`src/hw/macrx_frame_pkg.sv`:
```
//----------------------------------------------------------
// Frame format constants and the beat types of the byte path
// Body layout puts the tick at B[4..5] and the length at
// B[6..7], both high byte first, with a length of at least 8
// Two status bytes, four FCS bytes and the end byte follow
//----------------------------------------------------------
`default_nettype none

package macrx_frame_pkg;

    typedef logic [7:0]  byte_t;
    typedef logic [15:0] word16_t;
    typedef logic [31:0] word32_t;

    // Beat as seen on the PCS side and on the FIFO side
    typedef struct packed {
        logic  valid;
        logic  sop;
        logic  eop;
        byte_t data;
    } pcs_beat_t;

    // Position of a byte after the SFD
    typedef enum logic [2:0] {
        role_body,
        role_status_hi,
        role_status_lo,
        role_fcs,
        role_end_byte
    } body_role_t;

    // Beat from frame sync to the check and output stages
    typedef struct packed {
        logic       valid;
        logic       first;
        body_role_t role;
        logic       eop_seen;
        byte_t      data;
    } frame_beat_t;

    //----------------------------------------------------------
    // Format constants
    //----------------------------------------------------------
    localparam byte_t   PREAMBLE_BYTE = 8'h55;
    localparam byte_t   SFD_BYTE      = 8'hD5;
    localparam byte_t   END_BYTE      = 8'hFD;
    localparam int      TICK_OFFSET   = 4;
    localparam int      LEN_OFFSET    = 6;
    localparam int      FCS_BYTES     = 4;
    // Length assumed until the first one is captured
    localparam word16_t LEN_RESET     = 16'h0078;

endpackage

`default_nettype wire

```
`src/hw/macrx_status_pkg.sv`:
```
//----------------------------------------------------------
// Per-frame check result carried from check to output
// Flags and status are only meaningful while done is high
// or held after it
//----------------------------------------------------------
`default_nettype none

package macrx_status_pkg;

    // Peer status, S[0] in the upper byte
    typedef logic [15:0] status_word_t;

    typedef struct packed {
        logic cfg_err;
        logic len_err;
        logic tick_err;
        logic crc_err;
    } err_flags_t;

    typedef struct packed {
        logic         done;
        err_flags_t   flags;
        status_word_t status;
    } frame_result_t;

endpackage

`default_nettype wire

```
`src/hw/macrx_crc32.sv`:
```
//----------------------------------------------------------
// Reflected IEEE CRC-32, one byte per clock, LSB first
// start reloads the seed and may come with the first byte
// crc holds the inverted register until the next start
//----------------------------------------------------------
`timescale 1ns/1ps
`default_nettype none

module macrx_crc32 (
    input  wire                      clk_125m,
    input  wire                      rst_125m,
    input  wire                      start,
    input  wire macrx_frame_pkg::byte_t din,
    input  wire                      din_vld,
    output macrx_frame_pkg::word32_t crc
);

    import macrx_frame_pkg::*;

    localparam word32_t POLY_REFL = 32'hEDB8_8320;

    word32_t crc_reg;
    word32_t crc_seed;
    word32_t crc_next;

    // Bitwise fold of one byte
    always_comb begin
        crc_seed = start ? '1 : crc_reg;
        crc_next = crc_seed;
        for (int i = 0; i < 8; i++) begin
            if (crc_next[0] ^ din[i]) begin
                crc_next = (crc_next >> 1) ^ POLY_REFL;
            end else begin
                crc_next = crc_next >> 1;
            end
        end
    end

    always_ff @(posedge clk_125m or negedge rst_125m) begin
        if (!rst_125m) begin
            crc_reg <= '1;
        end else if (din_vld) begin
            crc_reg <= crc_next;
        end else if (start) begin
            crc_reg <= '1;
        end
    end

    assign crc = ~crc_reg;

endmodule

`default_nettype wire

```
`src/hw/macrx_frame_check.sv`:
```
//----------------------------------------------------------
// Tick, length and CRC checks of one frame at a time
// done comes two cycles after the end_byte beat
// Flags and status hold until the following done
// Previous tick starts at zero after reset
//----------------------------------------------------------
`timescale 1ns/1ps
`default_nettype none

module macrx_frame_check (
    input  wire                            clk_125m,
    input  wire                            rst_125m,
    input  wire macrx_frame_pkg::frame_beat_t frame_beat,
    input  wire                            self_cfg_err,
    output macrx_status_pkg::frame_result_t result
);

    import macrx_frame_pkg::*;
    import macrx_status_pkg::*;

    logic         cfg_meta;
    logic         cfg_sync;
    logic [2:0]   body_cnt;
    logic [2:0]   idx_now;
    word16_t      tick_cur;
    word16_t      tick_prev;
    status_word_t status_cap;
    word32_t      fcs_cap;
    word32_t      crc_val;
    logic         crc_start;
    logic         crc_vld;
    logic         beat_end;
    logic         end_pending;
    err_flags_t   err_next;

    assign crc_start = frame_beat.valid && frame_beat.first;
    assign crc_vld   = frame_beat.valid && (frame_beat.role == role_body ||
                       frame_beat.role == role_status_hi ||
                       frame_beat.role == role_status_lo);
    assign beat_end  = frame_beat.valid && frame_beat.role == role_end_byte;
    assign idx_now   = frame_beat.first ? 3'd0 : body_cnt;

    macrx_crc32 u_crc32 (
        .clk_125m (clk_125m),
        .rst_125m (rst_125m),
        .start    (crc_start),
        .din      (frame_beat.data),
        .din_vld  (crc_vld),
        .crc      (crc_val)
    );

    //----------------------------------------------------------
    // Field capture
    //----------------------------------------------------------
    always_ff @(posedge clk_125m or negedge rst_125m) begin
        if (!rst_125m) begin
            cfg_meta <= 1'b0;
            cfg_sync <= 1'b0;
            body_cnt <= '0;
            tick_cur <= '0;
        end else begin
            cfg_meta <= self_cfg_err;
            cfg_sync <= cfg_meta;
            if (frame_beat.valid && frame_beat.role == role_body) begin
                // Only the first few indices matter, so saturate
                body_cnt <= (idx_now == 3'd7) ? 3'd7 : idx_now + 3'd1;
                if (idx_now == 3'(TICK_OFFSET)) begin
                    tick_cur[15:8] <= frame_beat.data;
                end
                if (idx_now == 3'(TICK_OFFSET + 1)) begin
                    tick_cur[7:0] <= frame_beat.data;
                end
            end
        end
    end

    always_ff @(posedge clk_125m) begin
        if (frame_beat.valid && frame_beat.role == role_status_hi) begin
            status_cap[15:8] <= frame_beat.data;
        end
        if (frame_beat.valid && frame_beat.role == role_status_lo) begin
            status_cap[7:0] <= frame_beat.data;
        end
        // FCS arrives MSB first
        if (frame_beat.valid && frame_beat.role == role_fcs) begin
            fcs_cap <= {fcs_cap[23:0], frame_beat.data};
        end
        if (beat_end) begin
            err_next.cfg_err  <= cfg_sync;
            err_next.len_err  <= !frame_beat.eop_seen || frame_beat.data != END_BYTE;
            err_next.tick_err <= tick_cur != tick_prev + 16'd1;
            err_next.crc_err  <= fcs_cap != crc_val;
        end
    end

    //----------------------------------------------------------
    // Result
    //----------------------------------------------------------
    always_ff @(posedge clk_125m or negedge rst_125m) begin
        if (!rst_125m) begin
            end_pending <= 1'b0;
            tick_prev   <= '0;
            result      <= '0;
        end else begin
            end_pending <= beat_end;
            result.done <= end_pending;
            if (end_pending) begin
                result.flags  <= err_next;
                result.status <= status_cap;
                tick_prev     <= tick_cur;
            end
        end
    end

    a_done_single : assert property (
        @(posedge clk_125m) disable iff (!rst_125m)
        result.done |=> !result.done
    );

endmodule

`default_nettype wire

```
`src/hw/macrx_frame_sync.sv`:
```
//----------------------------------------------------------
// Input side of the receiver
// Frames start on sop with exactly PREAMBLE_LEN bytes of 0x55
// and one SFD, anything else drops the frame silently
// The frame closes at the end position even without eop
// A sop inside the body is not honoured
//----------------------------------------------------------
`timescale 1ns/1ps
`default_nettype none

module macrx_frame_sync #(
    parameter int PREAMBLE_LEN = 7
) (
    input  wire                          clk_125m,
    input  wire                          rst_125m,
    input  wire macrx_frame_pkg::pcs_beat_t pcs_in,
    output macrx_frame_pkg::frame_beat_t frame_beat
);

    import macrx_frame_pkg::*;

    localparam int PRE_W   = $clog2(PREAMBLE_LEN + 1);
    localparam int END_POS = FCS_BYTES + 2;
    localparam int TAIL_W  = $clog2(END_POS + 1);

    typedef enum logic [1:0] {
        st_idle,
        st_preamble,
        st_body,
        st_trailer
    } sync_state_t;

    sync_state_t       state;
    logic [PRE_W-1:0]  pre_cnt;
    word16_t           body_idx;
    word16_t           len_reg;
    logic [TAIL_W-1:0] tail_pos;
    word16_t           len_cur;
    logic              last_body;
    logic              at_end;
    body_role_t        tail_role;

    //----------------------------------------------------------
    // Length and trailer position decode
    //----------------------------------------------------------
    // Low length byte is used in the same cycle it arrives
    always_comb begin
        len_cur = len_reg;
        if (body_idx == word16_t'(LEN_OFFSET + 1)) begin
            len_cur = {len_reg[15:8], pcs_in.data};
        end
        last_body = (body_idx >= word16_t'(LEN_OFFSET + 1)) &&
                    (body_idx + 16'd1 == len_cur);
    end

    assign at_end = (tail_pos == TAIL_W'(END_POS));

    always_comb begin
        if (tail_pos == '0) begin
            tail_role = role_status_hi;
        end else if (tail_pos == TAIL_W'(1)) begin
            tail_role = role_status_lo;
        end else if (at_end) begin
            tail_role = role_end_byte;
        end else begin
            tail_role = role_fcs;
        end
    end

    //----------------------------------------------------------
    // Frame FSM and beat register
    //----------------------------------------------------------
    always_ff @(posedge clk_125m or negedge rst_125m) begin
        if (!rst_125m) begin
            state      <= st_idle;
            pre_cnt    <= '0;
            body_idx   <= '0;
            len_reg    <= LEN_RESET;
            tail_pos   <= '0;
            frame_beat <= '0;
        end else begin
            frame_beat.valid    <= 1'b0;
            frame_beat.first    <= 1'b0;
            frame_beat.role     <= role_body;
            frame_beat.eop_seen <= 1'b0;
            frame_beat.data     <= pcs_in.data;
            if (pcs_in.valid) begin
                case (state)
                    st_idle: begin
                        if (pcs_in.sop && pcs_in.data == PREAMBLE_BYTE) begin
                            state   <= st_preamble;
                            pre_cnt <= PRE_W'(1);
                        end
                    end
                    st_preamble: begin
                        if (pcs_in.eop) begin
                            state <= st_idle;
                        end else if (pcs_in.data == PREAMBLE_BYTE &&
                                     pre_cnt != PRE_W'(PREAMBLE_LEN)) begin
                            pre_cnt <= pre_cnt + 1'b1;
                        end else if (pcs_in.data == SFD_BYTE &&
                                     pre_cnt == PRE_W'(PREAMBLE_LEN)) begin
                            state    <= st_body;
                            body_idx <= '0;
                        end else begin
                            state <= st_idle;
                        end
                    end
                    st_body: begin
                        frame_beat.valid <= 1'b1;
                        frame_beat.first <= (body_idx == '0);
                        body_idx         <= body_idx + 16'd1;
                        if (body_idx == word16_t'(LEN_OFFSET)) begin
                            len_reg[15:8] <= pcs_in.data;
                        end
                        if (body_idx == word16_t'(LEN_OFFSET + 1)) begin
                            len_reg[7:0] <= pcs_in.data;
                        end
                        // Early eop closes the frame as a short one
                        if (pcs_in.eop) begin
                            frame_beat.role <= role_end_byte;
                            state           <= st_idle;
                        end else if (last_body) begin
                            state    <= st_trailer;
                            tail_pos <= '0;
                        end
                    end
                    default: begin
                        frame_beat.valid <= 1'b1;
                        frame_beat.role  <= tail_role;
                        tail_pos         <= tail_pos + 1'b1;
                        if (at_end) begin
                            frame_beat.eop_seen <= pcs_in.eop;
                            state               <= st_idle;
                        end else if (pcs_in.eop) begin
                            frame_beat.role <= role_end_byte;
                            state           <= st_idle;
                        end
                    end
                endcase
            end
        end
    end

    a_role_needs_valid : assert property (
        @(posedge clk_125m) disable iff (!rst_125m)
        frame_beat.role != role_body |-> frame_beat.valid
    );

endmodule

`default_nettype wire

```
`src/hw/macrx_top.sv`:
```
//----------------------------------------------------------
// Byte-serial frame receiver, single 125 MHz domain
// No back-pressure, every valid input beat is taken
// Input end byte to output eop is five cycles
// A new sop must wait until the previous trailer is out
//----------------------------------------------------------
`timescale 1ns/1ps
`default_nettype none

module macrx_top #(
    parameter int PREAMBLE_LEN = 7
) (
    input  wire                          clk_125m,
    input  wire                          rst_125m,
    input  wire macrx_frame_pkg::pcs_beat_t pcs_in,
    input  wire                          self_cfg_err,
    output macrx_frame_pkg::pcs_beat_t   fifo_out
);

    import macrx_frame_pkg::*;
    import macrx_status_pkg::*;

    frame_beat_t   frame_beat;
    frame_result_t result;

    macrx_frame_sync #(
        .PREAMBLE_LEN (PREAMBLE_LEN)
    ) u_frame_sync (
        .clk_125m   (clk_125m),
        .rst_125m   (rst_125m),
        .pcs_in     (pcs_in),
        .frame_beat (frame_beat)
    );

    macrx_frame_check u_frame_check (
        .clk_125m     (clk_125m),
        .rst_125m     (rst_125m),
        .frame_beat   (frame_beat),
        .self_cfg_err (self_cfg_err),
        .result       (result)
    );

    macrx_trailer_out u_trailer_out (
        .clk_125m   (clk_125m),
        .rst_125m   (rst_125m),
        .frame_beat (frame_beat),
        .result     (result),
        .fifo_out   (fifo_out)
    );

endmodule

`default_nettype wire

```
`src/hw/macrx_trailer_out.sv`:
```
//----------------------------------------------------------
// Output side, extension card trailer layout
// Byte 1 is S[0], byte 2 is S[1][7:4] then the four flags
// Trailer bytes take priority over any body beat
//----------------------------------------------------------
`timescale 1ns/1ps
`default_nettype none

module macrx_trailer_out (
    input  wire                              clk_125m,
    input  wire                              rst_125m,
    input  wire macrx_frame_pkg::frame_beat_t   frame_beat,
    input  wire macrx_status_pkg::frame_result_t result,
    output macrx_frame_pkg::pcs_beat_t       fifo_out
);

    import macrx_frame_pkg::*;

    typedef enum logic [1:0] {
        out_pass,
        out_trail_hi,
        out_trail_lo
    } out_state_t;

    out_state_t state;
    pcs_beat_t  body_q;

    // Body beats, one cycle behind the frame beat
    always_ff @(posedge clk_125m or negedge rst_125m) begin
        if (!rst_125m) begin
            body_q <= '0;
        end else begin
            body_q.valid <= frame_beat.valid && frame_beat.role == role_body;
            body_q.sop   <= frame_beat.valid && frame_beat.first &&
                            frame_beat.role == role_body;
            body_q.eop   <= 1'b0;
            body_q.data  <= frame_beat.data;
        end
    end

    always_ff @(posedge clk_125m or negedge rst_125m) begin
        if (!rst_125m) begin
            state <= out_pass;
        end else begin
            case (state)
                out_pass:     state <= result.done ? out_trail_hi : out_pass;
                out_trail_hi: state <= out_trail_lo;
                default:      state <= out_pass;
            endcase
        end
    end

    //----------------------------------------------------------
    // Output mux
    //----------------------------------------------------------
    always_comb begin
        case (state)
            out_trail_hi: fifo_out = {1'b1, 1'b0, 1'b0, result.status[15:8]};
            out_trail_lo: fifo_out = {1'b1, 1'b0, 1'b1, result.status[7:4],
                                      result.flags};
            default:      fifo_out = body_q;
        endcase
    end

    a_eop_valid : assert property (
        @(posedge clk_125m) disable iff (!rst_125m)
        fifo_out.eop |-> fifo_out.valid
    );

endmodule

`default_nettype wire

```
`config.mk`:
```
export PLATFORM = sky130hd
export DESIGN_NAME = macrx_top
export DESIGN_NICKNAME = d
export VERILOG_FILES = /design/src/hw/macrx_frame_pkg.sv /design/src/hw/macrx_status_pkg.sv /design/src/hw/macrx_crc32.sv /design/src/hw/macrx_frame_check.sv /design/src/hw/macrx_frame_sync.sv /design/src/hw/macrx_top.sv /design/src/hw/macrx_trailer_out.sv
export SDC_FILE = /design/constraint.sdc
export NUM_CORES = 1
export LEC_CHECK = 0
export BUFFER_PORTS_ARGS = -buffer_cell sky130_fd_sc_hd__buf_2
export CAP_MARGIN = 20
export CORE_UTILIZATION = 25
export DETAILED_ROUTE_END_ITERATION = 8
export SLEW_MARGIN = 20
export SYNTH_ARGS = -nofsm -noshare
export SYNTH_HDL_FRONTEND = slang
export SYNTH_HIERARCHICAL = 1
export SYNTH_SLANG_ARGS = --single-unit
```
`constraint.sdc`:
```
create_clock -name clk_125m -period 6.3 [get_ports clk_125m]
set_input_delay 1.575 -clock clk_125m [delete_from_list [all_inputs] [get_ports clk_125m]]
set_output_delay 1.575 -clock clk_125m [all_outputs]
set_load 0.02 [all_outputs]
```
# Word-level counts from Yosys, hierarchy flattened
# Cells that the tools add are included.
dict set report totals {
  register_bits 209
  input_bits 14
  output_inout_bits 11
  word_cells 174
}
dict set report classes {
  add_sub_neg 5
  magnitude_cmp 1
  eq_ne 32
  mux 48
  bitwise 18
  n_reduce_logical 34
}
# operator count
set ops {}
lappend ops {{2-to-1 mux 32 bit} 10}
lappend ops {{NOT 13 -> 14 bit} 8}
lappend ops {{2-to-1 mux 16 bit} 3}
lappend ops {{2-to-1 mux 3 bit} 13}
lappend ops {{adder 16 x 1 -> 16 bit, second input constant} 2}
lappend ops {{equality test 16 x 3 -> 1 bit, second input constant} 2}
lappend ops {{inequality test 32 bit} 1}
lappend ops {{NOT 32 bit} 1}
lappend ops {{one-hot mux 16 bit (2 select lines)} 1}
lappend ops {{one-hot mux 11 bit (2 select lines)} 1}
lappend ops {{equality test 3 bit, second input constant} 6}
lappend ops {{one-hot mux 3 bit (2 select lines)} 3}
lappend ops {{equality test 16 bit} 1}
lappend ops {{>= comparator 16 x 3 -> 1 bit, second input constant} 1}
lappend ops {{zero test 16 bit} 1}
lappend ops {{2-to-1 mux 2 bit} 8}
lappend ops {{inequality test 16 bit} 1}
lappend ops {{AND reduction 5 bit} 3}
lappend ops {{logical AND 1 bit} 12}
lappend ops {{adder 3 x 1 -> 3 bit, second input constant} 3}
lappend ops {{equality test 8 x 7 -> 1 bit, second input constant} 1}
lappend ops {{equality test 8 bit, second input constant} 1}
lappend ops {{2-to-1 mux 8 bit} 1}
lappend ops {{inequality test 2 x 1 -> 1 bit, second input constant} 4}
lappend ops {{25 further kinds} 50}

# Logic depth before layout (Yosys ltp)
# Gate-level depths: netlist of the first run.
dict set report logic_depth {
  word_depth 19
  mapped_depth 9
  ltp_nobuf 8
}

# Modules after synthesis
# The synthesis of the first run kept the hierarchy.
# mod n_inst cells_per_inst area_per_inst_um2 seq_area_each_um2
set modules_own_cells {}
lappend modules_own_cells {macrx_frame_check 1 321 4700.8 3037.9}
lappend modules_own_cells {macrx_frame_sync 1 299 3016.6 1356.3}
lappend modules_own_cells {macrx_crc32 1 309 2721.4 840.8}
lappend modules_own_cells {macrx_trailer_out 1 52 578.1 300.3}

# Worst setup path before layout of the first run
# No wires, ideal clock.
dict set report synth_path {
  path_type {input to register}
  startpoint {in pcs_in[5] in the netlist's numbering}
  endpoint {reg u_frame_sync.pre_cnt[0]}
  setup_ns 0.119
  arrival_ns 3.331
  required_ns 6.181
  setup_slack_ns 2.850
  path_stages 7
  path_buffers 0
  cell_sequence {nand4b_1 -> or4b_2 -> nor3b_1 -> o31a_1 -> nor3b_1 -> nand3_1 -> o21a_1}
}
dict set report synth_between {
  elab_chain_cells 4
  elab_cells_between_ends 6
  classes_between {eq/ne: 3; reduce/logical: 3}
}
# element line_no
set synth_rtl {}
lappend synth_rtl {{start: declaration} macrx_top.sv:15} ;# input wire macrx_frame_pkg::pcs_beat_t pcs_in,
lappend synth_rtl {{equality test 8 x 7 -> 1 bit (*)} {macrx_frame_sync.sv:90, macrx_frame_sync.sv:98}}
lappend synth_rtl {{logical AND 1 bit, on equally long branches} {macrx_frame_sync.sv:98, macrx_frame_sync.sv:90}}
lappend synth_rtl {{inequality test 2 x 1 -> 1 bit (no source line)} n/a}
lappend synth_rtl {{AND reduction 5 bit (no source line) (*)} n/a}
lappend synth_rtl {{end signal: assignment} macrx_frame_sync.sv:100} ;# pre_cnt <= pre_cnt + 1'b1;
lappend synth_rtl {{end: declaration} macrx_frame_sync.sv:34} ;# logic [PRE_W-1:0] pre_cnt;
# Every way passes the cells marked *; elsewhere a longest branch is shown, timed or not.
# A chain may end at the register's enable or synchronous reset.

==> flow_summary.yaml, run 1 <==
min_path:
  hp-class: "reg2reg"
worst_setup_path:
  cp_top_family: "adder cells"
  path_max_fanout: 18
  crit_slowest_cell: "ha_1"
  startpoint_type: "flop"
  path_buf_inv: 2
  criticalPathCategory: "reg2out"
  slowest_delay_ns: 0.63
  crit_chain: "inv_1 -> ha_1 -> nor2_1 -> a21oi_1 -> buf_2"
  cp-end-kind: "output pin"
  cp.required_ns: 4.72
  cp_data_arrival_time_ns: 2.18
power_and_ir_drop:
  power_leakage_nw: 4.81
  totalPowerFinal_mw: 2.83
  powerDensity_nw_per_um2: 234
  peakVddDrop_v: 0.000157
cts:
  clock_latency_ns: 0.51
  cts_resized: 0
  path_clk_slew_ns: 0.06
  cts_buffers: 22
  cts_max_level: 1
  cts_tree: "done"
  ctsLongestPathBuffers: 3
  holdBufCountCts: 0
  cts_setup_buffers: 0
  cts_sinks: 201
  root_buffer: "clkbuf_16"
job:
  maxCapViolations: 0
detailed_routing:
  dr.first_iter.drc_count: 535
  final_antenna_net_count: 0
  drc_errors: 0
  vias_per_cell: 4.63
  route.vias.total: 7105
  drt-pass1-iter-count: 6
  avgRoutedWirePerCell_um: 15.7
  routed_wl_um: 24100
placement:
  hpwl_um: 16500
  gp_congestion: 0.800
  dp_cells: 1495
  io_buffers: 24
  place_area_um2: 11400
synth:
  syn_nets: 1001
  yosysWarnings: 6
  syn_area_um2: 10800
  netlist_instances: 969
  avgSynthCellArea_um2: 11.1
sta:
  setup_violations: 0
  fin_crit_ns: 3.75
  relSlewSlack_pct: 27.0
  fin_crit_sh_pct: 59.5
  drv_slew: 0
  hold_violations: 0
  tightest_slew_ns: 1.09
  setup_tns_ns: 0
  finClkSkew_ns: 0.0193
  fmax_mhz: 267
  rsz0062_at_grt: "no"
die:
  start_util_pct: 25.5
  core_area_um2: 42200
  die-area_um2: 43800
  io_pins: 25
  rows: 75
  chipHeight_um: 209
  die_x_um: 209
global_route:
  grt_pass1_wl_um: 39000
  globalRouteTotalUtil_pct: 11.1
  overflow: 0
  grt_pass1_vias: 6929
  grt_max_degree: 104
  antenna_found_initial: 0
layout:
  drive_gt1_share_pct: 19.9
  synthToLayoutAreaGrowth_pct: 12.4
  stdcell_area_um2: 12100
  instances_no_fill: 1535
  nFillCells: 4339
  num-nets-final: 1012
  num_antenna_cells: 0
status:
  status: "complete, no violations"
==> power breakdown <==
part           internal (mW)  switching (mW)
clock                  0.728           0.510
combinational         0.0906           0.114
sequential              1.35          0.0354
==> path summary, 6_finish.rpt <==
check | endpoint | from | slack [ns] | depth (start not counted)
worst min-delay path | u_frame_check/cfg_sync | u_frame_check/cfg_meta | 0.41 | 0
worst max-delay path | fifo_out[2] | u_trailer_out/state[0] | 2.55 | 5
max in group asynchronous | u_frame_sync/len_reg[13] | rst_125m | 3.81 | 2
worst min register to register | u_frame_check/cfg_sync | u_frame_check/cfg_meta | 0.41 | 0
min in group asynchronous | u_frame_check/result[5] | rst_125m | 1.18 | 1
worst max register to register | u_frame_sync/tail_pos[2] | u_frame_sync/body_idx[0] | 2.98 | 8
==> cells in the final DEF, fill, tap and decap left out, types with 23 or more instances in the layout <==
master / n
nor2_1: 84
nand2_1: 56
clkbuf_16: 23
buf_2: 23
dfstp_2: 36
inv_1: 55
xnor2_1: 116
a21oi_1: 38
edfxtp_1: 48
xor2_1: 35
o21ai_0: 47
mux2_2: 63
dfrtp_1: 117
==> layout make-up <==
class / count / area (µm²) / area share, %
clock buffer: 28 / 614 / 5.08
multi-input combinational: 666 / 5000 / 41.4
sequential: 201 / 5320 / 44.0
inverter: 56 / 210 / 1.74
clock inverter: 12 / 81.3 / 0.673
timing repair buffer: 33 / 194 / 1.60
tap: 539 / 674 / 5.58
==> metrics by stage <==
step | setup WS, ns | hold WS, ns | utilization (%)
2_1_floorplan | 2.85 | 0.331 | -
3_3_place_gp | 2.48 | 0.405 | 27.0
3_5_place_dp | 2.43 | 0.421 | 27.0
4_1_cts | 2.52 | 0.431 | 28.6
5_1_grt | 2.43 | 0.419 | 28.6
6_report | 2.55 | 0.413 | 28.6
==> layer usage <==
metal / wire length (µm) / track usage [%] / vias to the layer above
met3: 958 / 1.69 / 30
met1: 12100 / 16.4 / 3550
li1: - / - / 3390
met2: 10600 / 16.9 / 135
met4: 446 / 2.79 / 0
met5: 0 / 0 / -
(Power assumes the default switching activity.)
==> run 2: changes to the inputs <==
ABC_AREA = 1   (was default)
clock period = 3 ns   (was 6.3 ns; I/O delays follow)
==> run 2 against run 1 <==
Effect of this change: wire length is 12% higher; global-route usage is 0.86 points higher; total power is 120% higher; final area is 5.7% higher; critical endpoint is now fifo_out[3]; largest cell class unchanged; largest power group is now the clock network.
==> flow_summary.yaml, run 2 <==
status:
  status: "complete, no violations"
worst_setup_path:
  crit_top_cell: "nand2_1"
  cp.required_ns: 2.25
  crit_start: "u_trailer_out/state[0]"
  r2r_slack_ns: 0.67
  r2r-end: "u_frame_sync/tail_pos[0]"
  crit_end: "fifo_out[3]"
  startpoint_type: "flop"
  reg2reg_from: "u_frame_sync/body_idx[1]"
  r2r_cells: 16
  path_buf_inv: 3
  path_max_fanout: 11
  cp_data_arrival_time_ns: 2.06
  slowest_delay_ns: 0.44
  crit_slowest_cell: "ha_1"
  criticalPathCategory: "reg2out"
  crit_chain: "inv_1 -> ha_1 -> inv_2 -> nand2_1 -> nand2_1 -> buf_2"
  cp_top_family: "buffers and inverters"
  cp-end-kind: "output pin"
  cp_num_cells: 6
sta:
  drv_slew: 0
  relSlewSlack_pct: 29.8
  setup_tns_ns: 0
  fin_crit_ns: 2.81
  fmax_mhz: 356
  whs_ns: 0.230
  setup_ws_ns: 0.188
  rsz0062_at_grt: "no"
  finClkSkew_ns: 0.0108
  setup_violations: 0
  fin_crit_sh_pct: 93.7
  tightest_slew_ns: 1.04
  hold_violations: 0
power_and_ir_drop:
  p_int_mw: 4.79
  p_sw_mw: 1.43
  comb_power_share_pct: 5.9
  clkPwrFrac_pct: 47.7
  switching_share_pct: 23.0
  peakVddDrop_v: 0.000409
  power_leakage_nw: 5.85
  totalPowerFinal_mw: 6.21
  powerDensity_nw_per_um2: 486
  power.share.sequential_pct: 46.4
cts:
  cts_max_level: 1
  cts_buffers: 24
  root_buffer: "clkbuf_16"
  cts_tree: "done"
  ctsLongestPathBuffers: 3
  path_clk_slew_ns: 0.06
  clock_latency_ns: 0.51
  cts_sinks: 201
layout:
  instances_no_fill: 2007
  synthToLayoutAreaGrowth_pct: 15.1
  num_antenna_cells: 0
  final_common_cell: "nand2_1"
  final_cell_mix: "422 x nand2_1, 167 x inv_1, 117 x dfrtp_1, 111 x nor2_1, 95 x o21ai_0"
  num-nets-final: 1436
  drive_gt1_share_pct: 14.1
global_route:
  grt.busiest_layer: "met2"
  globalRouteMet1Util_pct: 16.7
  grt_pass1_vias: 8448
  grt_pass1_wl_um: 43800
  grt_use_met2_pct: 19.7
  grt_max_degree: 57
  grt_use_met3_pct: 1.68
  overflow: 0
  globalRouteTotalUtil_pct: 12.0
  antenna_found_initial: 0
detailed_routing:
  routed_wl_um: 27000
  avgRoutedWirePerCell_um: 13.4
  vias_per_cell: 4.41
  dr.first_iter.drc_count: 701
  drc_errors: 0
  route.vias.total: 8852
  drt-pass1-iter-count: 5
  final_antenna_net_count: 0
synth:
  syn_nets: 1396
  yosysWarnings: 6
  netlist_instances: 1364
  avgSynthCellArea_um2: 8.14
  syn_area_um2: 11100
min_path:
  hp-class: "in2async"
die:
  die_x_um: 213
  die-area_um2: 45300
  rows: 76
  chipHeight_um: 213
  io_pins: 25
  core_area_um2: 43500
  start_util_pct: 25.5
placement:
  dp_cells: 1962
  gp_congestion: 0.894
  hpwl_um: 19500
  io_buffers: 24
  place_ws_ns: 0.618
job:
  maxCapViolations: 0
[run 2: final cells by class]
type                    instances  area (µm²)
fillers                      4619       30700
repair buffers                 44         309
well taps                     585         732
clock inverters                 8         119
clock buffers                  36         687
flip-flops and latches        201        5320
multi-input cells             960        4970
inverters                     173         649
[run 2: repair_timing]
action | CTS | global route
resized for setup | 0 | 1
endpoints found under the setup margin | 0 | 1
hold buffers | 0 | 0
setup buffers | 0 | 0
[run 2: per-stage QoR]
| stage | cell area [µm²] | util (%) |
|---|---|---|
| floorplan | 11100 | - |
| global placement | 12000 | 27.5 |
| detailed placement | 12000 | 27.5 |
| CTS | 12800 | 29.4 |
| global route | 12800 | 29.4 |
| finish | 12800 | 29.4 |
[run 2: worst min path at each step]
| stage | from | endpoint | slack [ns] | cells past startpoint |
|---|---|---|---|---|
| 2_1_floorplan | u_frame_check/cfg_meta | u_frame_check/cfg_sync | 0.33 | 0 |
| 3_3_place_gp | u_frame_check/cfg_meta | u_frame_check/cfg_sync | 0.40 | 0 |
| 3_5_place_dp | u_frame_check/cfg_meta | u_frame_check/cfg_sync | 0.40 | 0 |
| 4_1_cts | rst_125m | u_frame_sync/body_idx[6] | 0.23 | 1 |
| 5_1_grt | rst_125m | u_frame_sync/len_reg[15] | 0.26 | 1 |
| 6_report | rst_125m | u_frame_sync/body_idx[6] | 0.23 | 1 |
[run 2: layer usage]
layer / vias to the layer above / part of all wire [%]
li1: 4398 / -
met1: 4232 / 47
met2: 191 / 46
met3: 31 / 4.8
met4: 0 / 1.8
met5: - / 0
[run 2: power by group through the flow]
stage	Combinational, mW	Clock, mW	Sequential (mW)
after floorplan	0.241	0	2.90
after global placement	0.364	0	2.93
after detailed placement	0.370	0	2.93
after CTS	0.372	3.03	2.88
after global routing	0.417	3.13	2.89
final	0.369	2.96	2.88
[run 2: worst register-to-register path, cell delays in order (launching register included)]
cell and delay (ns):
dfrtp_1 0.42, ha_1 0.24, nand3_1 0.10, nor2_2 0.14
nand2_1 0.33, nand2_2 0.17, nand2_1 0.06, nand2_1 0.05
nand2_1 0.04, nor2_1 0.11, nand2_1 0.06, nor2_1 0.08
nand2_1 0.11, nand2_1 0.09, nand2_2 0.09, nand2_1 0.08
o21ai_2 0.05
